--- config.mk ---
export PLATFORM = sky130hd
export DESIGN_NAME = frameSequencer
export DESIGN_NICKNAME = d
export VERILOG_FILES = /design/src/hdl/drivePkg.sv /design/src/hdl/frameSequencer.sv
export SDC_FILE = /design/constraint.sdc
export NUM_CORES = 1
export LEC_CHECK = 0
export ABC_AREA = 1
export BUFFER_PORTS_ARGS = -buffer_cell sky130_fd_sc_hd__buf_4
export CAP_MARGIN = 25
export CORE_MARGIN = 1.5
export CORE_UTILIZATION = 37
export DETAILED_ROUTE_END_ITERATION = 10
export PLACE_DENSITY = 0.76
export SETUP_SLACK_MARGIN = 0.5
export SYNTH_ARGS = -nofsm -noshare
export SYNTH_HDL_FRONTEND = slang
export SYNTH_SLANG_ARGS = --single-unit
--- constraint.sdc ---
create_clock -name clk -period 1.1 [get_ports clk]
set_input_delay 0.22 -clock clk [delete_from_list [all_inputs] [get_ports clk]]
set_output_delay 0.22 -clock clk [all_outputs]
set_load 0.02 [all_outputs]
--- src/hdl/drivePkg.sv ---
`default_nettype none

package drivePkg;

    localparam int byteW       = 8;   // Bits per UART character
    localparam int maxFrameLen = 28;  // Reverse and pivot frames
    localparam int minFrameLen = 20;  // Stop frame
    localparam int frameIndexW = 5;   // Enough for 0..27
    localparam int speedMaxLen = 5;   // Longest speed text, "-0.25"

    typedef enum logic [2:0] {
        cmdStop    = 3'd0,
        cmdLeft    = 3'd1,
        cmdRight   = 3'd2,
        cmdSlow    = 3'd3,
        cmdMedium  = 3'd4,
        cmdFast    = 3'd5,
        cmdReverse = 3'd6,
        cmdPivot   = 3'd7
    } driveCmdE;

    typedef struct packed {
        logic [byteW-1:0] data;  // ASCII character
        logic             last;  // Newline closes the frame
    } frameByteS;

    // Right-justified text, chars[len-1] is the first character sent
    typedef struct packed {
        logic [speedMaxLen-1:0][byteW-1:0] chars;
        logic [2:0]                        len;
    } speedTextS;

    function automatic speedTextS speedStr(input logic [speedMaxLen*byteW-1:0] s,
                                           input logic [2:0] n);
        speedTextS t;
        t.chars = s;
        t.len   = n;
        return t;
    endfunction

    // Wheel speed text per command, rightWheel picks the R field
    function automatic speedTextS speedText(input driveCmdE cmd, input logic rightWheel);
        speedTextS t;
        case (cmd)
            cmdStop:    t = speedStr("0", 3'd1);
            cmdLeft:    t = rightWheel ? speedStr("0.12", 3'd4) : speedStr("-0.00", 3'd5);
            cmdRight:   t = rightWheel ? speedStr("-0.00", 3'd5) : speedStr("0.12", 3'd4);
            cmdSlow:    t = speedStr("0.05", 3'd4);
            cmdMedium:  t = speedStr("0.25", 3'd4);
            cmdFast:    t = speedStr("0.5", 3'd3);
            cmdReverse: t = speedStr("-0.25", 3'd5);
            cmdPivot:   t = rightWheel ? speedStr("-0.25", 3'd5) : speedStr("-0.00", 3'd5);
            default:    t = speedStr("0", 3'd1);
        endcase
        return t;
    endfunction

endpackage

`default_nettype wire

--- src/hdl/frameSequencer.sv ---
`default_nettype none

module frameSequencer
    import drivePkg::*;
(
    input  logic                   clk,
    input  logic                   rst,
    input  driveCmdE               driveCmd,
    output driveCmdE               cmdLatched,   // Held for a whole frame
    output logic [frameIndexW-1:0] frameIndex,
    input  frameByteS              frameByte,
    output logic [byteW-1:0]       txByte,
    output logic                   txValid,
    input  logic                   txReady,
    output logic                   frameDone
);

    typedef enum logic [1:0] {
        stLatch,  // Sample command, rewind index
        stSend,   // Offer current byte
        stWait    // Byte on the line
    } seqStateE;

    seqStateE state;

    assign txByte    = frameByte.data;                       // Straight from ROM
    assign txValid   = (state == stSend) && txReady;         // Only offered when ready
    assign frameDone = (state == stWait) && txReady && frameByte.last;

    always_ff @(posedge clk or posedge rst) begin
        if (rst) begin
            state      <= stLatch;
            cmdLatched <= cmdStop;
            frameIndex <= '0;
        end else begin
            case (state)
                stLatch: begin
                    cmdLatched <= driveCmd;
                    frameIndex <= '0;
                    state      <= stSend;
                end
                stSend: begin
                    if (txValid) begin
                        state <= stWait;  // Accepted this cycle
                    end
                end
                stWait: begin
                    if (txReady) begin
                        if (frameByte.last) begin
                            state <= stLatch;  // Newline sent, next frame
                        end else begin
                            frameIndex <= frameIndex + 1'b1;
                            state      <= stSend;
                        end
                    end
                end
                default: state <= stLatch;
            endcase
        end
    end

    // Transmitter drops ready right after taking a byte
    assert property (@(posedge clk) disable iff (rst) txValid |=> !txReady)
        else $error("txReady still high after byte transfer");

endmodule

`default_nettype wire

==> impl_metrics.toml, run 1 <==
[timing]
finalHoldViolCount = 10
worst_slack_ps = -219
setup_viol = 7
drv_slew = 0
fin_crit_ps = 1320
fin_crit_sh = 1.20
hold_slack_ps = -69.4
rsz0062_at_grt = "yes"
fmax_mhz = 758
tightest_slew_ps = 392
skew_ps = 8.15
relSlewSlack = 0.739

[synth]
seq_area_frac_synth = 0.449
async_flop_share = 1.00
syn_nets = 86
ys_seq_elements = 10
ys.flop_type = "dfrtp_1"
synth_cell_types = 18
avgSynthCellArea_um2 = 7.95
syn_inst = 70
synth_area_um2 = 557
ys_warn_count = 0
synth_edf_count = 0

[floorplan]
start_util = 0.412
coreArea_mm2 = 0.00135
io_pins = 33
core.rowCount = 13
die_h_um = 41.8
die_area_mm2 = 0.00175
fp.dieW_um = 41.8

[cells_and_area]
multi_input_comb_area_um2 = 325
final_common_cell = "buf_4"
seq_area_um2 = 258
final_util = 0.721
drive_gt1_frac = 0.693
final_cell_mix = "buf_4, nand2_1, buf_6, dfrtp_2, o21ai_2"
area_growth_pct = 74.8
final_area_um2 = 973
antenna_cells = 0
fillCellCount = 96
fin_nets = 118

[worst_setup_path]
worstPathArrival_ps = 1100
r2r_slack_ps = -130
path_max_fanout = 3
cp.required_ps = 880
reg2reg_from = "state[1]"
criticalPathCategory = "flip-flop to primary output"
cp-end-kind = "primary output"
rr_worst_depth = 6
crit_path_start_kind = "flip-flop"
r2r_end = "cmdLatched[0]"

[place]
dp_hpwl_um = 790
placed_cell_area_um2 = 707
place_congestion = 0.757
port_buffers = 16

[outcome]
status = "finished, violations left"
violations = "negative hold slack, negative setup slack"

[min_path]
min_path_type = "primary input to async pin"

[routing]
routed_wl_um = 1530
wl_per_cell_um = 13.2
dr.pass1.iters = 4
viasPerCell = 5.03
drcViolationCount = 0
drtIter0Drc = 9
ant_nets = 0
vias = 584

[grt]
overflow = 0
grt_pass1_wl_um = 2520
grt_pass1_vias = 562
grt_usage = 0.190
grt_max_degree = 11
antenna_found_initial = 0

[power_and_ir_drop]
irDropWorstVdd_v = 0.00162
combPwrFrac = 0.629
pwr-share-clk = 0.117
pwr_density_cell_mw_per_mm2 = 2340
p_total_mw = 2.28
p_switching_uw = 941
p_leak_nw = 0.487
p_int_mw = 1.34
power_frac_seq = 0.254
sw_frac_of_total = 0.413

[clock_tree]
cts.sinks = 10
clockBufferDepth = 2
cts_max_level = 1
root_buffer = "clkbuf_4"
cts_tree = "yes"
clk_latency_ps = 270
cts.clk_slew.worst_paths_ps = 70
cts_buffers = 3

[run]
cap_violations = 0
==> metrics by stage <==
step                      setup slack, ps  instances  TNS, ps
after floorplan                      9.87         70        0
after global placement               60.2         96        0
after detailed placement             49.0         96        0
after CTS                            -207        113     -714
after global routing                 -269        116    -1220
final                                -219        116     -835
==> worst max-delay path, stage by stage, from the launching register on <==
cell	delay [ps]
dfrtp_1	400
inv_2	100
nand2_4	70
nor3_2	100
buf_4	160
==> registers in the layout, indices dropped and copies added, names as in the netlist <==
| signal | count |
|---|---|
| frameIndex | 5 |
| state | 2 |
| cmdLatched | 3 |
==> timing repair <==
action,in CTS,in global routing
setup buffers,13,3
gates cloned,0,0
hold endpoints to repair,10,10
resized for setup,28,7
pin swaps,7,3
endpoints found under the setup margin,20,20
==> cells by family after synthesis <==
group | Yosys count | share of synthesized area
flip-flops | 10 | 0.449
AO/OA/AOI/OAI | 7 | 0.0742
AND/OR/NAND/NOR | 37 | 0.299
buffers and inverters | 15 | 0.155
adder cells (fa/ha/maj) | 1 | 0.0225
==> worst max-delay path by stage <==
stage,startpoint,end,slack [ps],depth (start not counted)
after floorplan,frameIndex[0],frameIndex[2],10,4
after global placement,frameIndex[1],frameIndex[2],60,4
after detailed placement,frameIndex[1],frameIndex[2],50,4
after CTS,state[0],frameDone,-210,4
after global routing,state[0],frameDone,-270,4
final,state[0],frameDone,-220,4
==> layout make-up <==
| type | instances | area share |
|---|---|---|
| clock buffer | 4 | 0.0270 |
| inverter | 7 | 0.0270 |
| timing repair buffer | 35 | 0.328 |
| tap | 15 | 0.0193 |
| sequential | 10 | 0.265 |
| multi-input combinational | 45 | 0.334 |
==> synth_stat cells, types with 2 or more instances <==
master,n,share of area
buf_4,8,0.11
nor2_1,3,0.020
dfrtp_1,10,0.45
inv_2,2,0.013
inv_1,5,0.034
nand2_1,22,0.15
nand3_1,5,0.045
o21ai_0,4,0.036
nand2_2,2,0.022
==> per-layer routing <==
layer,global-route usage,part of all wire
met1,0.264,0.45
met2,0.281,0.48
met3,0.0130,0.049
met4,0.129,0.024
met5,0,0
==> power groups by stage <==
stage	clock (mW)	sequential, mW	combinational [mW]
finish	0.267	0.579	1.43
global route	0.288	0.590	1.52
CTS	0.273	0.573	1.20
detailed placement	0	0.570	0.733
global placement	0	0.569	0.726
floorplan	0	0.679	0.379
No activity file was read; power rests on OpenSTA's default activity.
==> run 2: changes to the inputs <==
- GPL_TIMING_DRIVEN: unset -> 0
==> run 2 against run 1 <==
The run still ends with negative hold slack, negative setup slack left; combinational power barely moved; wire length rose by 19%; clock power rose by 28%; global-route usage rose by 1.7 points; clock-buffer cell count did not move; utilization rose by 13 points; first-iteration DRC count rose to 2.8 times the previous value; critical path depth did not move; setup slack got worse by 13 ps; cell count rose by 13%; sequential share of layout area fell by 4.0 points; largest cell class is now non-clock buffers.
==> impl_metrics.toml, run 2 (synthesized netlist as in run 1, its figures left out) <==
[worst_setup_path]
path_max_fanout = 3
cp.required_ps = 880
crit_path_start_kind = "flip-flop"
worstPathArrival_ps = 1110
cp-end-kind = "primary output"
criticalPathCategory = "flip-flop to primary output"
rr_worst_depth = 8

[place]
place_ws_ps = -8.62
dp.cells = 109
port_buffers = 24
place_congestion = 0.704
dp_hpwl_um = 962

[outcome]
status = "finished, violations left"
violations = "negative hold slack, negative setup slack"

[clock_tree]
clockBufferDepth = 2
root_buffer = "clkbuf_4"
cts_max_level = 1
cts_tree = "yes"
cts.clk_slew.worst_paths_ps = 70
cts_buffers = 3
cts.sinks = 10
clk_latency_ps = 270

[cells_and_area]
seq_area_um2 = 259
largest-register = "frameIndex"
largest_register_ffs = 5
fillCellCount = 62
multi_input_comb_area_um2 = 333
drive_gt1_frac = 0.767
final_common_cell = "buf_6"
fin_nets = 133
fin_cells = 131
final_util = 0.854
antenna_cells = 0
reg.largest.list = "frameIndex (5), cmdLatched (3), state (2)"
area_growth_pct = 107
final_cell_mix = "buf_6, buf_4, nand2_1, dfrtp_2"

[floorplan]
fp.dieW_um = 41.8
coreArea_mm2 = 0.00135
start_util = 0.412
die_h_um = 41.8
core.rowCount = 13
die_area_mm2 = 0.00175
io_pins = 33

[routing]
vias = 658
wl_per_cell_um = 13.9
drtIter0Drc = 25
viasPerCell = 5.02
ant_nets = 0
drcViolationCount = 0
dr.pass1.iters = 6
routed_wl_um = 1820

[power_and_ir_drop]
irDropWorstVdd_v = 0.00160
p_total_mw = 2.36
pwr_density_cell_mw_per_mm2 = 2050
p_leak_nw = 0.576

[timing]
finalHoldViolCount = 10
drv_slew = 0
fin_crit_sh = 1.21
fin_crit_ps = 1330
tightest_slew_ps = 379
rsz0062_at_grt = "yes"
relSlewSlack = 0.747
fmax_mhz = 750
hold_slack_ps = -83.0
worst_slack_ps = -233
setup_tns_ps = -718
setup_viol = 7
skew_ps = 5.93

[grt]
grt_max_degree = 11
grt_usage = 0.208
antenna_found_initial = 0
grt_pass1_vias = 633
grt_pass1_wl_um = 2700
overflow = 0

[min_path]
min_path_type = "primary input to async pin"

[run]
cap_violations = 0
[run 2: final cells by class]
cell class	count	area share
Tap cell	15	0.0163
Timing Repair Buffer	42	0.338
Sequential cell	10	0.225
Clock buffer	4	0.0315
Buffer	8	0.0781
Multi-Input combinational cell	45	0.289
Inverter	7	0.0228
[run 2: worst paths after layout]
kind,startpoint,end,slack (ps)
worst max-delay path,state[0],frameDone,-230
worst min-delay path,rst,frameIndex[3],-80
worst max register to register,state[0],frameIndex[4],-110
worst min register to register,cmdLatched[0],cmdLatched[0],520
max in group asynchronous,rst,state[1],880
min in group clk,txReady,state[0],150
[run 2: timing repair]
item | CTS | global route
endpoints found under the hold margin | 10 | 10
endpoints found under the setup margin | 28 | 28
setup buffers | 13 | 5
gates resized for setup | 45 | 7
gates cloned | 0 | 0
pin swaps | 4 | 4
[run 2: worst max-delay path, cell delays in order, from the launching register on]
cell     delay (ps)
dfrtp_2         420
inv_2            90
nand2_4          70
nor3_2          100
buf_4           160
[run 2: where the power goes]
group / switching, mW / internal (mW)
combinational: 0.704 / 0.715
clock: 0.140 / 0.201
sequential: 0.120 / 0.482
[run 2: layer usage]
layer / global-route usage / wire [um] / vias to the layer above
li1: - / - / 305
met1: 0.223 / 745 / 318
met2: 0.384 / 931 / 30
met3: 0.0130 / 94 / 5
met4: 0.135 / 46 / 0
met5: 0 / 0 / -
[run 2: metrics by stage]
stage / instance area, um2 / hold WS, ps
2_1_floorplan: 606 / 59.8
3_3_place_gp: 805 / 224
3_5_place_dp: 805 / 223
4_1_cts: 1090 / -63.5
5_1_grt: 1150 / -38.4
6_report: 1150 / -83.0
==> run 3: changes to the inputs <==
- clock period: 1.1 -> 1.14 ns (I/O delays scaled with it)
==> run 3 against run 2 <==
The run still ends with negative hold slack, negative setup slack left; wire length is 2.9% lower; global-route usage is 0.69 points lower; utilization is 0.28 points lower; cell count is 0.76% lower; combinational power is 4% higher; clock-buffer cell count stayed put; critical path type unchanged; largest power group unchanged.
==> impl_metrics.toml, run 3 (synthesized netlist as in run 1, its figures left out) <==
[min_path]
min_path_type = "primary input to async pin"

[timing]
relSlewSlack = 0.752
setup_viol = 4
worst_slack_ps = -194
drv_slew = 0
hold_slack_ps = -71.9
finalHoldViolCount = 10
tightest_slew_ps = 372
fin_crit_ps = 1330
fin_crit_sh = 1.17
rsz0062_at_grt = "yes"
skew_ps = 4.83
fmax_mhz = 749

[grt]
grt_max_degree = 11
grt_pass1_wl_um = 2670
grt_pass1_vias = 613
overflow = 0
antenna_found_initial = 0
grt_usage = 0.201

[power_and_ir_drop]
p_leak_nw = 0.581
p_switching_uw = 967
p_int_mw = 1.41
pwr-share-clk = 0.137
sw_frac_of_total = 0.407
pwr_density_cell_mw_per_mm2 = 2070
power_frac_seq = 0.246
p_total_mw = 2.38
irDropWorstVdd_v = 0.00189
combPwrFrac = 0.617

[cells_and_area]
final_cell_mix = "buf_6, nand2_1, buf_4, dfrtp_2, o21ai_2"
drive_gt1_frac = 0.722
antenna_cells = 0
largest-register = "frameIndex"
reg.largest.list = "frameIndex (5), cmdLatched (3), state (2)"
area_growth_pct = 107
fin_nets = 132
final_common_cell = "buf_6"
fillCellCount = 76
largest_register_ffs = 5
final_util = 0.852

[floorplan]
io_pins = 33
die_area_mm2 = 0.00175
coreArea_mm2 = 0.00135
fp.dieW_um = 41.8
die_h_um = 41.8
start_util = 0.412
core.rowCount = 13

[routing]
routed_wl_um = 1770
drcViolationCount = 0
ant_nets = 0
wl_per_cell_um = 13.6
dr.pass1.iters = 4
vias = 651
drtIter0Drc = 16
viasPerCell = 5.01

[worst_setup_path]
criticalPathCategory = "flip-flop to primary output"
path_max_fanout = 4
r2r_slack_ps = -160
cp.required_ps = 910
cp-end-kind = "primary output"
crit_path_start_kind = "flip-flop"
worstPathArrival_ps = 1110

[clock_tree]
clockBufferDepth = 2
cts.clk_slew.worst_paths_ps = 70
cts.sinks = 10
cts_buffers = 3
cts_max_level = 1
clk_latency_ps = 270
root_buffer = "clkbuf_4"
cts_tree = "yes"

[outcome]
status = "finished, violations left"
violations = "negative hold slack, negative setup slack"

[place]
port_buffers = 24
place_congestion = 0.751
dp_hpwl_um = 881

[run]
cap_violations = 0
[run 3: cell count changes in the layout (fill, tap and decap cells not counted), sizes merged]
cell and change:
buf -1
[run 3: layer usage]
layer | GRT usage | up-vias | share of wire
li1 | - | 303 | -
met1 | 0.245 | 308 | 0.38
met2 | 0.350 | 34 | 0.53
met3 | 0.0304 | 6 | 0.065
met4 | 0.0774 | 0 | 0.019
met5 | 0 | - | 0
[run 3: metrics by stage]
| stage | worst slack (ps) | instances | TNS [ps] | instance area, um2 | hold WS [ps] |
|---|---|---|---|---|---|
| 2_1_floorplan | 51.2 | 70 | 0 | 612 | 67.8 |
| 3_3_place_gp | 27.7 | 109 | 0 | 811 | 229 |
| 3_5_place_dp | 15.3 | 109 | 0 | 811 | 228 |
| 4_1_cts | -190 | 127 | -601 | 1090 | -55.9 |
| 5_1_grt | -237 | 130 | -844 | 1150 | -29.8 |
| 6_report | -194 | 130 | -678 | 1150 | -71.9 |
[run 3: worst max-delay path, cell delays in order, from the launching register on]
cell     delay [ps]
dfrtp_2         450
inv_2           110
nand2_4          70
nor2_4           90
buf_6           120
[run 3: worst paths after layout]
check	start	to	depth (start not counted)
min in group clk	txReady	state[1]	2
hold reg to reg	cmdLatched[1]	cmdLatched[1]	2
hold / removal	rst	frameIndex[4]	2
setup / recovery	state[1]	txValid	4
setup reg to reg	state[1]	frameIndex[4]	10
max in group asynchronous	rst	state[0]	2
[run 3: final cells by class]
cell class,instances,area (um2),share of cell area
sequential,10,259,0.225
timing repair buffer,41,398,0.346
multi-input combinational,45,322,0.280
clock buffer,4,36.3,0.0316
inverter,7,26.3,0.0229
tap,15,18.8,0.0163
buffer,8,90.1,0.0783
[run 3: what timing repair did]
item                       CTS  global route
setup buffers               14             3
hold endpoints to repair    10            10
setup endpoints to repair   28            28
resized for setup           41            10
pin swaps                    5             8
[run 3: power groups by stage]
stage | combinational, mW | clock (mW) | sequential (mW)
2_1_floorplan | 0.372 | 0 | 0.655
3_3_place_gp | 0.657 | 0 | 0.589
3_5_place_dp | 0.673 | 0 | 0.597
4_1_cts | 1.19 | 0.323 | 0.575
5_1_grt | 1.53 | 0.341 | 0.592
6_report | 1.47 | 0.325 | 0.585
