<file path="config.mk">
export PLATFORM = sky130hd
export DESIGN_NAME = uartTx
export DESIGN_NICKNAME = d
export VERILOG_FILES = /design/src/hdl/drivePkg.sv /design/src/hdl/bitTimer.sv /design/src/hdl/uartTx.sv
export SDC_FILE = /design/constraint.sdc
export NUM_CORES = 1
export LEC_CHECK = 0
export ABC_AREA = 1
export BUFFER_PORTS_ARGS = -buffer_cell sky130_fd_sc_hd__buf_2
export CAP_MARGIN = 20
export CELL_PAD_IN_SITES_DETAIL_PLACEMENT = 0
export CELL_PAD_IN_SITES_GLOBAL_PLACEMENT = 1
export CORE_UTILIZATION = 45
export CTS_BUF_LIST = sky130_fd_sc_hd__clkbuf_8
export CTS_CLUSTER_SIZE = 30
export DETAILED_ROUTE_END_ITERATION = 12
export PLACE_DENSITY = 0.79
export SYNTH_ARGS = -nofsm -noshare
export SYNTH_HDL_FRONTEND = slang
export SYNTH_HIERARCHICAL = 1
export SYNTH_SLANG_ARGS = --single-unit
</file>
<file path="constraint.sdc">
create_clock -name clk -period 2.25 [get_ports clk]
set_input_delay 0.1125 -clock clk [delete_from_list [all_inputs] [get_ports clk]]
set_output_delay 0.1125 -clock clk [all_outputs]
set_load 0.01 [all_outputs]
</file>
<file path="src/hdl/drivePkg.sv">
`default_nettype none

package drivePkg;

    localparam int byteW       = 8;   // Bits per UART character
    localparam int maxFrameLen = 28;  // Reverse and pivot frames
    localparam int minFrameLen = 20;  // Stop frame
    localparam int frameIndexW = 5;   // Enough for 0..27
    localparam int speedMaxLen = 5;   // Longest speed text, "-0.25"

    typedef enum logic [2:0] {
        cmdStop    = 3'd0,
        cmdLeft    = 3'd1,
        cmdRight   = 3'd2,
        cmdSlow    = 3'd3,
        cmdMedium  = 3'd4,
        cmdFast    = 3'd5,
        cmdReverse = 3'd6,
        cmdPivot   = 3'd7
    } driveCmdE;

    typedef struct packed {
        logic [byteW-1:0] data;  // ASCII character
        logic             last;  // Newline closes the frame
    } frameByteS;

    // Right-justified text, chars[len-1] is the first character sent
    typedef struct packed {
        logic [speedMaxLen-1:0][byteW-1:0] chars;
        logic [2:0]                        len;
    } speedTextS;

    function automatic speedTextS speedStr(input logic [speedMaxLen*byteW-1:0] s,
                                           input logic [2:0] n);
        speedTextS t;
        t.chars = s;
        t.len   = n;
        return t;
    endfunction

    // Wheel speed text per command, rightWheel picks the R field
    function automatic speedTextS speedText(input driveCmdE cmd, input logic rightWheel);
        speedTextS t;
        case (cmd)
            cmdStop:    t = speedStr("0", 3'd1);
            cmdLeft:    t = rightWheel ? speedStr("0.12", 3'd4) : speedStr("-0.00", 3'd5);
            cmdRight:   t = rightWheel ? speedStr("-0.00", 3'd5) : speedStr("0.12", 3'd4);
            cmdSlow:    t = speedStr("0.05", 3'd4);
            cmdMedium:  t = speedStr("0.25", 3'd4);
            cmdFast:    t = speedStr("0.5", 3'd3);
            cmdReverse: t = speedStr("-0.25", 3'd5);
            cmdPivot:   t = rightWheel ? speedStr("-0.25", 3'd5) : speedStr("-0.00", 3'd5);
            default:    t = speedStr("0", 3'd1);
        endcase
        return t;
    endfunction

endpackage

`default_nettype wire

</file>
<file path="src/hdl/bitTimer.sv">
`default_nettype none

module bitTimer #(
    parameter int clksPerBit = 434
) (
    input  logic clk,
    input  logic rst,
    input  logic restart,
    output logic bitTick
);

    localparam int cntW = $clog2(clksPerBit + 1);

    logic [cntW-1:0] count;  // Cycles left in current bit

    assign bitTick = (count == '0);  // Last cycle of the bit period

    always_ff @(posedge clk or posedge rst) begin
        if (rst) begin
            count <= cntW'(clksPerBit - 1);
        end else if (restart || bitTick) begin
            count <= cntW'(clksPerBit - 1);  // Reload, next tick in clksPerBit
        end else begin
            count <= count - 1'b1;
        end
    end

    // Bit periods never shorter than clksPerBit
    assert property (@(posedge clk) disable iff (rst)
        bitTick |=> !bitTick [* (clksPerBit - 1)])
        else $error("bit ticks closer than %0d cycles", clksPerBit);

endmodule

`default_nettype wire

</file>
<file path="src/hdl/uartTx.sv">
`default_nettype none

module uartTx
    import drivePkg::*;
#(
    parameter int clksPerBit = 434
) (
    input  logic             clk,
    input  logic             rst,
    input  logic [byteW-1:0] txByte,
    input  logic             txValid,
    output logic             txReady,
    output logic             txLine
);

    localparam int frameBits = byteW + 2;  // Start, data, stop

    logic [frameBits-1:0] shiftReg;  // LSB is on the line
    logic [3:0]           bitCount;  // Bits finished
    logic                 busy;
    logic                 accept;
    logic                 restart;
    logic                 bitTick;

    assign txReady = !busy;
    assign accept  = txValid && txReady;
    assign restart = accept;     // Align bit period to start bit
    assign txLine  = shiftReg[0];

    always_ff @(posedge clk or posedge rst) begin
        if (rst) begin
            busy     <= 1'b0;
            bitCount <= '0;
            shiftReg <= '1;  // Line idles high
        end else if (accept) begin
            busy     <= 1'b1;
            bitCount <= '0;
            shiftReg <= {1'b1, txByte, 1'b0};  // Stop, data LSB first, start
        end else if (busy && bitTick) begin
            shiftReg <= {1'b1, shiftReg[frameBits-1:1]};  // Backfill idle level
            bitCount <= bitCount + 1'b1;
            if (bitCount == 4'(frameBits - 1)) begin
                busy <= 1'b0;  // Stop bit done
            end
        end
    end

    bitTimer #(
        .clksPerBit(clksPerBit)
    ) timer (
        .clk    (clk),
        .rst    (rst),
        .restart(restart),
        .bitTick(bitTick)
    );

    // Idle line between bytes, shift register fully refilled with ones
    assert property (@(posedge clk) disable iff (rst) txReady |-> txLine)
        else $error("txLine low while transmitter ready");

endmodule

`default_nettype wire

</file>
==> results.rst, run 1 <==
.. list-table::
   :header-rows: 1

   * - Metric
     - Value
   * - Status
     - complete, no violations
   * - Min setup slack post-route
     - 0.505 ns
   * - Wire length of the first global-routing pass
     - 3380 µm
   * - Share of the clock period used by the worst path after layout
     - 0.776
   * - Horiz. Die Dim
     - 52.9 µm
   * - Lkg Pwr
     - 0.703 nW
   * - Buffer depth of the longest clock path
     - 2
   * - Reg2Reg Launch Point
     - timer/count[0]$_DFF_PP1_
   * - Diode count
     - 0
   * - Type of the setup path with the least slack
     - reg2reg
   * - Critical path startpoint
     - timer/count[0]$_DFF_PP1_
   * - Hold-critical path endpoint
     - shiftReg[4]$_DFFE_PP1P_
   * - Aggregate routed wire length
     - 1940 µm
   * - Share of layout cells above drive strength 1
     - 0.298
   * - Share of the synthesized area in the top cell type
     - 0.315
   * - Max Clock Skew
     - 0.00288 ns
   * - Post-synth cell types
     - 25
   * - Cell Pwr Density
     - 517 nW/µm²
   * - Largest area contributor in the synthesized netlist
     - sky130_fd_sc_hd__dfstp_2
   * - Biggest fanout along the worst timing path
     - 10
   * - Total count of max-transition violations in the final report
     - 0
   * - Arrival time at the worst endpoint
     - 1.96 ns
   * - RSZ-0062 raised after global routing
     - false
   * - Clock tree sinks
     - 23
   * - IO Count
     - 13
   * - Fraction of the yosys area taken by sequential cells
     - 0.508
   * - Place WS
     - 0.514 ns
   * - FF+latch count, synth
     - 23
   * - Maximum frequency from static timing analysis
     - 573 MHz
   * - Number of hold violations in the final report
     - 0
   * - Gpl congestion
     - 0.761
   * - Mean instance size in the synthesized netlist
     - 8.71 µm²
   * - DP Wirelength
     - 1480 µm
   * - Count of buffers inserted at the top-level ports
     - 12
   * - Vertical die dimension
     - 52.9 µm
   * - Clk pin slew, worst setup/hold paths
     - 0.08 ns
   * - Endpoints failing setup
     - 0
   * - Leading post-synthesis cells by cell area
     - sky130_fd_sc_hd__dfstp_2 (32%), sky130_fd_sc_hd__dfrtp_1 (19%), sky130_fd_sc_hd__nand2_1 (11%)
   * - Start point of the worst hold path
     - txByte[3]
   * - Master of the slowest instance on the critical path
     - sky130_fd_sc_hd__dfstp_2
   * - Synth-to-Final Area Change
     - 13.1%
   * - Clock buffer count from CTS
     - 3
   * - Hold Path Cell Cnt
     - 3
   * - H-tree levels
     - 1
   * - Residual antenna-violating net count after detailed routing
     - 0
   * - Worst skew pair latency
     - 0.26 ns
   * - CTS-repair resized insts
     - 0
   * - Sum Neg Setup Slack
     - 0 ns
   * - Synthesized cell area
     - 1170 µm²
   * - Post-CTS setup repair buffer count
     - 0
   * - CP Launch Type
     - flop
   * - Post-DR vias/cell
     - 4.71
   * - Worst r2r dst
     - shiftReg[7]$_DFFE_PP1P_
   * - Post-detailed-route wirelength per cell
     - 10.7 µm
   * - Nets
     - 166
   * - Path type of the worst min-delay path
     - in2reg
   * - Total of max-cap violations
     - 0
   * - Largest stage delay on the critical path
     - 0.53 ns
   * - Most frequent cells in the layout
     - sky130_fd_sc_hd__nand2_1 (35), sky130_fd_sc_hd__nor2_1 (17), sky130_fd_sc_hd__inv_1 (15), sky130_fd_sc_hd__dfstp_2 (14), sky130_fd_sc_hd__buf_2 (12)
   * - Routed via count
     - 853
   * - Buffer type at the clock tree root
     - sky130_fd_sc_hd__clkbuf_8
   * - Worst vdd ir
     - 396 µV
   * - Total Die Area
     - 2800 µm²
   * - Setup slack of the worst register-to-register path
     - 0.50 ns
   * - DRC violation count after routing
     - 0
   * - Number of global-route vias before repair
     - 831
   * - Worst-case headroom to the max-slew limit
     - 0.652
   * - Number of DRC markers in iteration 0
     - 17
   * - Most frequent standard cell in the layout excluding fill and tap cells
     - sky130_fd_sc_hd__nand2_1
   * - Post-Synthesis Cells
     - 134
   * - Number of antenna violations at the first check in global routing
     - 0
   * - Utilization of the core after routing
     - 0.538
   * - Primary flip-flop cell chosen by synthesis mapping
     - sky130_fd_sc_hd__dfstp_2
   * - Count of flip-flops with a built-in enable after synthesis
     - 0
   * - Remaining global-route overflow
     - 0
   * - Post-synth net total
     - 148
   * - TritonCTS clock tree
     - built
   * - Kind of end point of the critical path
     - flop
   * - Placement row count
     - 18
   * - Maximum number of pins on one net before global-route repair
     - 15
   * - Required time of the worst setup path
     - 2.46 ns
   * - Area inside the core boundary
     - 2450 µm²
   * - Min cycle time layout
     - 1.75 ns
   * - Pin slew with the least headroom to its limit
     - 0.522 ns
   * - Proportion of register bits with asynchronous set or reset after synthesis
     - 1.00
   * - Number of buffers inserted for hold repair after clock tree synthesis
     - 1
   * - Count of synthesis-stage warnings from yosys
     - 6
   * - Cell depth of the worst flop-to-flop path
     - 11
   * - DRT Pass-1 Iters
     - 4
   * - Cells along the critical path
     - inv_1, ha_1, nand2_2, nor2_2, nand2_2, inv_1, nand2_4, inv_6, nor2_8, nand2_1, nand2_1
   * - Effective utilization at floorplan
     - 0.476
   * - Fill cell count
     - 236
   * - Overall Global Routing Usage
     - 0.172
## registers in the layout, summed over array words and instances, names as in the netlist
name,cells
timer/count,9
busy,1
shiftReg,9
bitCount,4
## through the flow
step / instances / total power, mW / area [µm²] / hold WS (ns)
3_5_place_dp: 176 / 0.440 / 1260 / 0.107
3_3_place_gp: 176 / 0.440 / 1260 / 0.0928
2_1_floorplan: 134 / 0.429 / 1170 / -0.0632
6_report: 181 / 0.682 / 1320 / 0.0620
4_1_cts: 181 / 0.697 / 1320 / 0.0591
5_1_grt: 181 / 0.715 / 1320 / 0.0749
## worst max-delay path, delay by kind of cell, from the launching register on
kind / cells / cell delay [ns]
fa+ha+maj: 1 / 0.25
simple gates: 7 / 0.72
buf+inv: 3 / 0.21
flops: 1 / 0.53
## cells in the mapped netlist, types with 2 or more instances
library cell	instances
sky130_fd_sc_hd__ha_1	3
sky130_fd_sc_hd__nor2_2	2
sky130_fd_sc_hd__xor2_1	2
sky130_fd_sc_hd__dfstp_2	14
sky130_fd_sc_hd__a21oi_1	2
sky130_fd_sc_hd__o21ai_0	3
sky130_fd_sc_hd__xnor2_1	3
sky130_fd_sc_hd__dfrtp_1	9
sky130_fd_sc_hd__nand2_4	2
sky130_fd_sc_hd__nor3_1	2
sky130_fd_sc_hd__nand3_1	10
sky130_fd_sc_hd__nand2_2	5
sky130_fd_sc_hd__inv_1	14
sky130_fd_sc_hd__inv_2	2
sky130_fd_sc_hd__nor2_1	17
sky130_fd_sc_hd__nand2_1	35
## report_power, final
part,switching (mW),internal (mW)
sequential,0,0.414
combinational,0.0115,0.00757
clock,0.127,0.122
## how the worst max path moves through the flow
stage,to,slack (ns),cells after the start
finish,shiftReg[7]$_DFFE_PP1P_,0.50,11
global route,shiftReg[3]$_DFFE_PP1P_,0.34,11
CTS,shiftReg[7]$_DFFE_PP1P_,0.49,11
detailed placement,shiftReg[7]$_DFFE_PP1P_,0.51,11
global placement,shiftReg[3]$_DFFE_PP1P_,0.53,11
floorplan,shiftReg[1]$_DFFE_PP1P_,0.64,11
## per-layer routing
layer | vias up | share of wire | wire length (µm) | global-route usage
li1 | 448 | - | - | -
met1 | 387 | 0.45 | 882 | 0.203
met2 | 13 | 0.51 | 982 | 0.295
met3 | 5 | 0.021 | 41 | 0.0345
met4 | 0 | 0.020 | 38 | 0.0789
met5 | - | 0 | 0 | 0
## area by class of cell
class                      instances  area, µm²  area share
timing repair buffer              13       70.1      0.0531
tap                               30       37.5      0.0284
clock buffer                       3       41.3      0.0313
multi-input combinational         93        499       0.378
clock inverter                     1       3.75     0.00284
inverter                          18       75.1      0.0569
sequential                        23        593       0.449
## logic make-up after synthesis
logic type,after synthesis,share of synthesized area
adders and majority gates,3,0.0322
and+or+nand+nor,77,0.313
AOI/OAI and AO/OA,8,0.0450
DFF,23,0.508
buffers and inverters,18,0.0643
xor gates and xnor gates,5,0.0375
Power figures use the tool's default switching activity.
==> run 2: changes to the inputs <==
==> constraint.sdc (replaced) <==
create_clock -name clk -period 1.76 [get_ports clk]
set_input_delay 0.088 -clock clk [delete_from_list [all_inputs] [get_ports clk]]
set_output_delay 0.088 -clock clk [all_outputs]
set_load 0.01 [all_outputs]
==> results.rst, run 2 (same netlist as run 1, synthesis figures left out) <==
.. list-table::
   :header-rows: 1

   * - Metric
     - Value
   * - Status
     - complete, no violations
   * - Register area
     - 593 µm²
   * - Clock tree sinks
     - 23
   * - Residual antenna-violating net count after detailed routing
     - 0
   * - Post-DR vias/cell
     - 4.60
   * - Worst skew pair latency
     - 0.26 ns
   * - Worst r2r dst
     - shiftReg[6]$_DFFE_PP1P_
   * - Hold-critical path endpoint
     - shiftReg[2]$_DFFE_PP1P_
   * - DP Wirelength
     - 1500 µm
   * - Peak-usage layer in the global routing report
     - met2
   * - Path type of the worst min-delay path
     - in2reg
   * - Maximum frequency from static timing analysis
     - 605 MHz
   * - Overall Global Routing Usage
     - 0.168
   * - Arrival time at the worst endpoint
     - 1.86 ns
   * - CP Launch Type
     - flop
   * - Buffer type at the clock tree root
     - sky130_fd_sc_hd__clkbuf_8
   * - TritonCTS clock tree
     - built
   * - Fill cell count
     - 223
   * - Met2 Usage GRT
     - 0.300
   * - Number of DRC markers in iteration 0
     - 18
   * - Pin slew with the least headroom to its limit
     - 0.517 ns
   * - Horiz. Die Dim
     - 52.9 µm
   * - Remaining global-route overflow
     - 0
   * - Total count of max-transition violations in the final report
     - 0
   * - Setup slack of the worst register-to-register path
     - 0.11 ns
   * - Utilization of the core after routing
     - 0.559
   * - Met1 routing resource usage after global routing
     - 0.189
   * - Critical path startpoint
     - timer/count[0]$_DFF_PP1_
   * - Most frequent standard cell in the layout excluding fill and tap cells
     - sky130_fd_sc_hd__nand2_1
   * - Biggest fanout along the worst timing path
     - 10
   * - H-tree levels
     - 1
   * - Most frequent cells in the layout
     - sky130_fd_sc_hd__nand2_1 (35), sky130_fd_sc_hd__nor2_1 (17), sky130_fd_sc_hd__dfstp_2 (14), sky130_fd_sc_hd__inv_1 (13), sky130_fd_sc_hd__buf_2 (12)
   * - Hold Path Cell Cnt
     - 3
   * - Number of global-route vias before repair
     - 773
   * - Post-detailed-route wirelength per cell
     - 11.0 µm
   * - Number of antenna violations at the first check in global routing
     - 0
   * - Cell Pwr Density
     - 637 nW/µm²
   * - Share of layout cells above drive strength 1
     - 0.344
   * - Routed via count
     - 861
   * - Aggregate routed wire length
     - 2050 µm
   * - Dpl cells
     - 177
   * - Worst vdd ir
     - 381 µV
   * - Maximum number of pins on one net before global-route repair
     - 15
   * - Total of max-cap violations
     - 0
   * - Share of the clock period used by the worst path after layout
     - 0.940
   * - Count of buffers inserted at the top-level ports
     - 12
   * - Buffer depth of the longest clock path
     - 2
   * - Clock buffer count from CTS
     - 3
   * - Effective utilization at floorplan
     - 0.476
   * - Required time of the worst setup path
     - 1.96 ns
   * - Diode count
     - 0
   * - Cell depth of the worst flop-to-flop path
     - 11
   * - Wire length of the first global-routing pass
     - 3280 µm
   * - Start point of the worst hold path
     - txByte[1]
   * - DRC violation count after routing
     - 0
   * - Max Clock Skew
     - 0.00171 ns
   * - RSZ-0062 raised after global routing
     - false
   * - Endpoints failing setup
     - 0
   * - IO Count
     - 13
   * - Gpl congestion
     - 0.807
   * - Nets
     - 172
   * - Type of the setup path with the least slack
     - reg2reg
   * - Reg2Reg Launch Point
     - timer/count[0]$_DFF_PP1_
   * - Total power after layout
     - 0.874 mW
   * - Sum Neg Setup Slack
     - 0 ns
   * - Final standard cell count with taps included and fillers excluded
     - 187
   * - Kind of end point of the critical path
     - flop
   * - DRT Pass-1 Iters
     - 4
   * - Clk pin slew, worst setup/hold paths
     - 0.08 ns
   * - Placement row count
     - 18
   * - Multi-input logic area
     - 513 µm²
   * - Grt met3 use
     - 0.0345
   * - Worst-case headroom to the max-slew limit
     - 0.655
   * - Registers with the most flip-flops
     - shiftReg x9, timer/count x9, bitCount x4
   * - Lkg Pwr
     - 0.724 nW
   * - Area inside the core boundary
     - 2450 µm²
   * - Vertical die dimension
     - 52.9 µm
   * - Min cycle time layout
     - 1.65 ns
   * - Number of hold violations in the final report
     - 0
   * - Synth-to-Final Area Change
     - 17.6%
   * - Total Die Area
     - 2800 µm²
-- run 2: critical path, stage by stage, from the launching register on --
cell	delay (ns)
sky130_fd_sc_hd__dfstp_2	0.53
sky130_fd_sc_hd__inv_1	0.06
sky130_fd_sc_hd__ha_2	0.20
sky130_fd_sc_hd__nand2_2	0.09
sky130_fd_sc_hd__nor2_2	0.05
sky130_fd_sc_hd__nand2_2	0.08
sky130_fd_sc_hd__inv_2	0.06
sky130_fd_sc_hd__nand2_4	0.10
sky130_fd_sc_hd__inv_6	0.07
sky130_fd_sc_hd__nor2_4	0.21
sky130_fd_sc_hd__nand2_1	0.07
sky130_fd_sc_hd__nand3_1	0.07
-- run 2: what timing repair did --
item,CTS,global route
setup buffers,0,4
hold endpoints to repair,9,0
resized for setup,0,2
endpoints found under the setup margin,0,9
hold buffers,1,0
-- run 2: per-stage QoR --
stage               setup slack, ns  hold WS, ns  instance area [µm²]
detailed placement           0.0353       0.0677                 1270
floorplan                     0.147      -0.0877                 1170
global route                 0.0134       0.0294                 1370
CTS                          0.0200       0.0385                 1330
finish                        0.106       0.0439                 1370
global placement             0.0945       0.0631                 1270
-- run 2: final cells by class --
cell class | count | share of cell area
multi-input cells | 94 | 0.374
inverters | 18 | 0.0547
clock inverters | 1 | 0.00365
flip-flops and latches | 23 | 0.432
clock buffers | 3 | 0.0301
well taps | 30 | 0.0273
repair buffers | 18 | 0.0784
-- run 2: power breakdown --
part	total [mW]	switching, mW	internal [mW]
combinational	0.0243	0.0146	0.00968
sequential	0.530	0	0.530
clock	0.320	0.163	0.158
total	0.874	0.177	0.697
-- run 2: worst max-delay path by stage --
stage                                    to  slack [ns]  cells past startpoint
floorplan           shiftReg[1]$_DFFE_PP1P_        0.15                     11
global placement    shiftReg[3]$_DFFE_PP1P_        0.09                     11
detailed placement  shiftReg[1]$_DFFE_PP1P_        0.04                     11
CTS                 shiftReg[1]$_DFFE_PP1P_        0.02                     11
global route        shiftReg[6]$_DFFE_PP1P_        0.01                     11
finish              shiftReg[6]$_DFFE_PP1P_        0.11                     11
-- run 2: metal layers --
metal / up-vias / wire length (µm)
li1: 461 / -
met1: 390 / 903
met2: 8 / 1100
met3: 2 / 39
met4: 0 / 10
met5: - / 0
==> run 3: changes to the inputs <==
--- a/config.mk
+++ b/config.mk
@@ -14,7 +14,7 @@
 export CTS_BUF_LIST = sky130_fd_sc_hd__clkbuf_8
 export CTS_CLUSTER_SIZE = 30
 export DETAILED_ROUTE_END_ITERATION = 12
-export PLACE_DENSITY = 0.79
+export PLACE_DENSITY = 0.87
 export SYNTH_ARGS = -nofsm -noshare
 export SYNTH_HDL_FRONTEND = slang
 export SYNTH_HIERARCHICAL = 1
==> results.rst, run 3 (same netlist as run 1, synthesis figures left out) <==
.. list-table::
   :header-rows: 1

   * - Metric
     - Value
   * - Status
     - complete, no violations
   * - CP Buf/Inv Count
     - 3
   * - Most frequent standard cell in the layout excluding fill and tap cells
     - sky130_fd_sc_hd__nand2_1
   * - RSZ-0062 raised after global routing
     - false
   * - Arrival time at the worst endpoint
     - 1.85 ns
   * - Number of DRC markers in iteration 0
     - 13
   * - Horiz. Die Dim
     - 52.9 µm
   * - Gate family responsible for the most delay along the worst path
     - simple AND/OR/NAND/NOR gates
   * - Count of buffers inserted at the top-level ports
     - 12
   * - Residual antenna-violating net count after detailed routing
     - 0
   * - Master of the slowest instance on the critical path
     - sky130_fd_sc_hd__dfstp_2
   * - Max Clock Skew
     - 0.00288 ns
   * - CTS-repair resized insts
     - 0
   * - Most frequent cells in the layout
     - sky130_fd_sc_hd__nand2_1 (35), sky130_fd_sc_hd__nor2_1 (17), sky130_fd_sc_hd__inv_1 (14), sky130_fd_sc_hd__dfstp_2 (14), sky130_fd_sc_hd__buf_2 (12)
   * - Effective utilization at floorplan
     - 0.476
   * - Post-DR vias/cell
     - 4.76
   * - Start point of the worst hold path
     - txByte[0]
   * - Clock buffer count from CTS
     - 3
   * - Clk pin slew, worst setup/hold paths
     - 0.08 ns
   * - Area inside the core boundary
     - 2450 µm²
   * - Gpl congestion
     - 0.729
   * - Share of layout cells above drive strength 1
     - 0.318
   * - Remaining global-route overflow
     - 0
   * - Wire length of the first global-routing pass
     - 3460 µm
   * - DRC violation count after routing
     - 0
   * - Registers with the most flip-flops
     - shiftReg x9, timer/count x9, bitCount x4
   * - Vertical die dimension
     - 52.9 µm
   * - Pin slew with the least headroom to its limit
     - 0.540 ns
   * - DRT Pass-1 Iters
     - 4
   * - IO Count
     - 13
   * - Met1 routing resource usage after global routing
     - 0.200
   * - Sum Neg Setup Slack
     - 0 ns
   * - Total count of max-transition violations in the final report
     - 0
   * - Setup slack of the worst register-to-register path
     - 0.12 ns
   * - Worst skew pair latency
     - 0.27 ns
   * - Share of the clock period used by the worst path after layout
     - 0.932
   * - Cell Pwr Density
     - 663 nW/µm²
   * - Hold-critical path endpoint
     - shiftReg[1]$_DFFE_PP1P_
   * - Met2 Usage GRT
     - 0.302
   * - Nets
     - 169
   * - Diode count
     - 0
   * - Overall Global Routing Usage
     - 0.174
   * - Largest stage delay on the critical path
     - 0.53 ns
   * - Cell depth of the worst flop-to-flop path
     - 11
   * - Placement row count
     - 18
   * - Lkg Pwr
     - 0.710 nW
   * - Synth-to-Final Area Change
     - 15.6%
   * - Routed via count
     - 876
   * - Fill cell count
     - 239
   * - CP Launch Type
     - flop
   * - Hold Path Cell Cnt
     - 3
   * - Maximum number of pins on one net before global-route repair
     - 15
   * - Aggregate routed wire length
     - 1950 µm
   * - Endpoints failing setup
     - 0
   * - Worst vdd ir
     - 498 µV
   * - Maximum frequency from static timing analysis
     - 610 MHz
   * - Number of antenna violations at the first check in global routing
     - 0
   * - Total of max-cap violations
     - 0
   * - Utilization of the core after routing
     - 0.550
   * - Number of hold violations in the final report
     - 0
   * - TritonCTS clock tree
     - built
   * - Min cycle time layout
     - 1.64 ns
   * - Peak-usage layer in the global routing report
     - met2
   * - H-tree levels
     - 1
   * - Clock tree sinks
     - 23
   * - Total power after layout
     - 0.895 mW
   * - Reg2Reg Launch Point
     - timer/count[0]$_DFF_PP1_
   * - Buffer depth of the longest clock path
     - 2
   * - Final hold slack
     - 0.0302 ns
   * - Number of global-route vias before repair
     - 839
   * - Path type of the worst min-delay path
     - in2reg
   * - Worst r2r dst
     - shiftReg[2]$_DFFE_PP1P_
   * - Total Die Area
     - 2800 µm²
   * - Required time of the worst setup path
     - 1.97 ns
   * - Post-detailed-route wirelength per cell
     - 10.6 µm
   * - Grt met3 use
     - 0.0603
   * - Worst-case headroom to the max-slew limit
     - 0.640
   * - Buffer type at the clock tree root
     - sky130_fd_sc_hd__clkbuf_8
   * - Kind of end point of the critical path
     - flop
   * - Type of the setup path with the least slack
     - reg2reg
   * - Biggest fanout along the worst timing path
     - 10
   * - DP Wirelength
     - 1500 µm
   * - Cells along the critical path
     - inv_1, ha_1, nand2_2, nor2_2, nand2_2, inv_1, nand2_4, inv_6, nor2_4, nand2_1, nand3_1
==> run 3: layout make-up <==
cell class	instances	area [µm²]	area share
inverter	18	75.1	0.0556
clock buffer	3	41.3	0.0306
sequential	23	593	0.439
tap	30	37.5	0.0278
multi-input combinational	94	510	0.378
clock inverter	1	7.51	0.00556
timing repair buffer	15	85.1	0.0630
==> run 3: how the worst max path moves through the flow <==
stage | from | end | slack, ns | depth (start not counted)
6_report | timer/count[0]$_DFF_PP1_ | shiftReg[2]$_DFFE_PP1P_ | 0.12 | 11
2_1_floorplan | timer/count[0]$_DFF_PP1_ | shiftReg[1]$_DFFE_PP1P_ | 0.15 | 11
5_1_grt | timer/count[0]$_DFF_PP1_ | shiftReg[0]$_DFFE_PP1P_ | 0.004 | 11
3_5_place_dp | timer/count[0]$_DFF_PP1_ | shiftReg[6]$_DFFE_PP1P_ | 0.1 | 11
3_3_place_gp | timer/count[0]$_DFF_PP1_ | shiftReg[3]$_DFFE_PP1P_ | 0.12 | 11
4_1_cts | timer/count[0]$_DFF_PP1_ | shiftReg[6]$_DFFE_PP1P_ | 0.09 | 11
==> run 3: tightest hold or removal path, stage by stage <==
cell and delay [ns]:
sky130_fd_sc_hd__buf_2 0.09, sky130_fd_sc_hd__nand2_1 0.05, sky130_fd_sc_hd__nand3_1 0.06
==> run 3: stage by stage <==
stage	instance area, µm²	instances	setup WS, ns
6_report	1350	184	0.120
4_1_cts	1340	183	0.0864
3_5_place_dp	1280	178	0.0973
5_1_grt	1350	184	0.00431
2_1_floorplan	1170	134	0.147
3_3_place_gp	1280	178	0.124
==> run 3: report_power, final <==
| part | switching (mW) | internal [mW] |
|---|---|---|
| logic | 0.0150 | 0.00970 |
| clock network | 0.180 | 0.160 |
| registers | 0 | 0.530 |
| total | 0.195 | 0.700 |
==> run 3: routing by layer <==
| metal | up-vias | routed length, µm |
|---|---|---|
| li1 | 455 | - |
| met1 | 398 | 860 |
| met2 | 19 | 988 |
| met3 | 4 | 82 |
| met4 | 0 | 23 |
| met5 | - | 0 |
==> run 3: timing repair <==
item	4_1_cts	5_1_grt
setup buffers	0	0
setup endpoints to repair	0	9
hold endpoints to repair	9	0
hold buffers	1	0
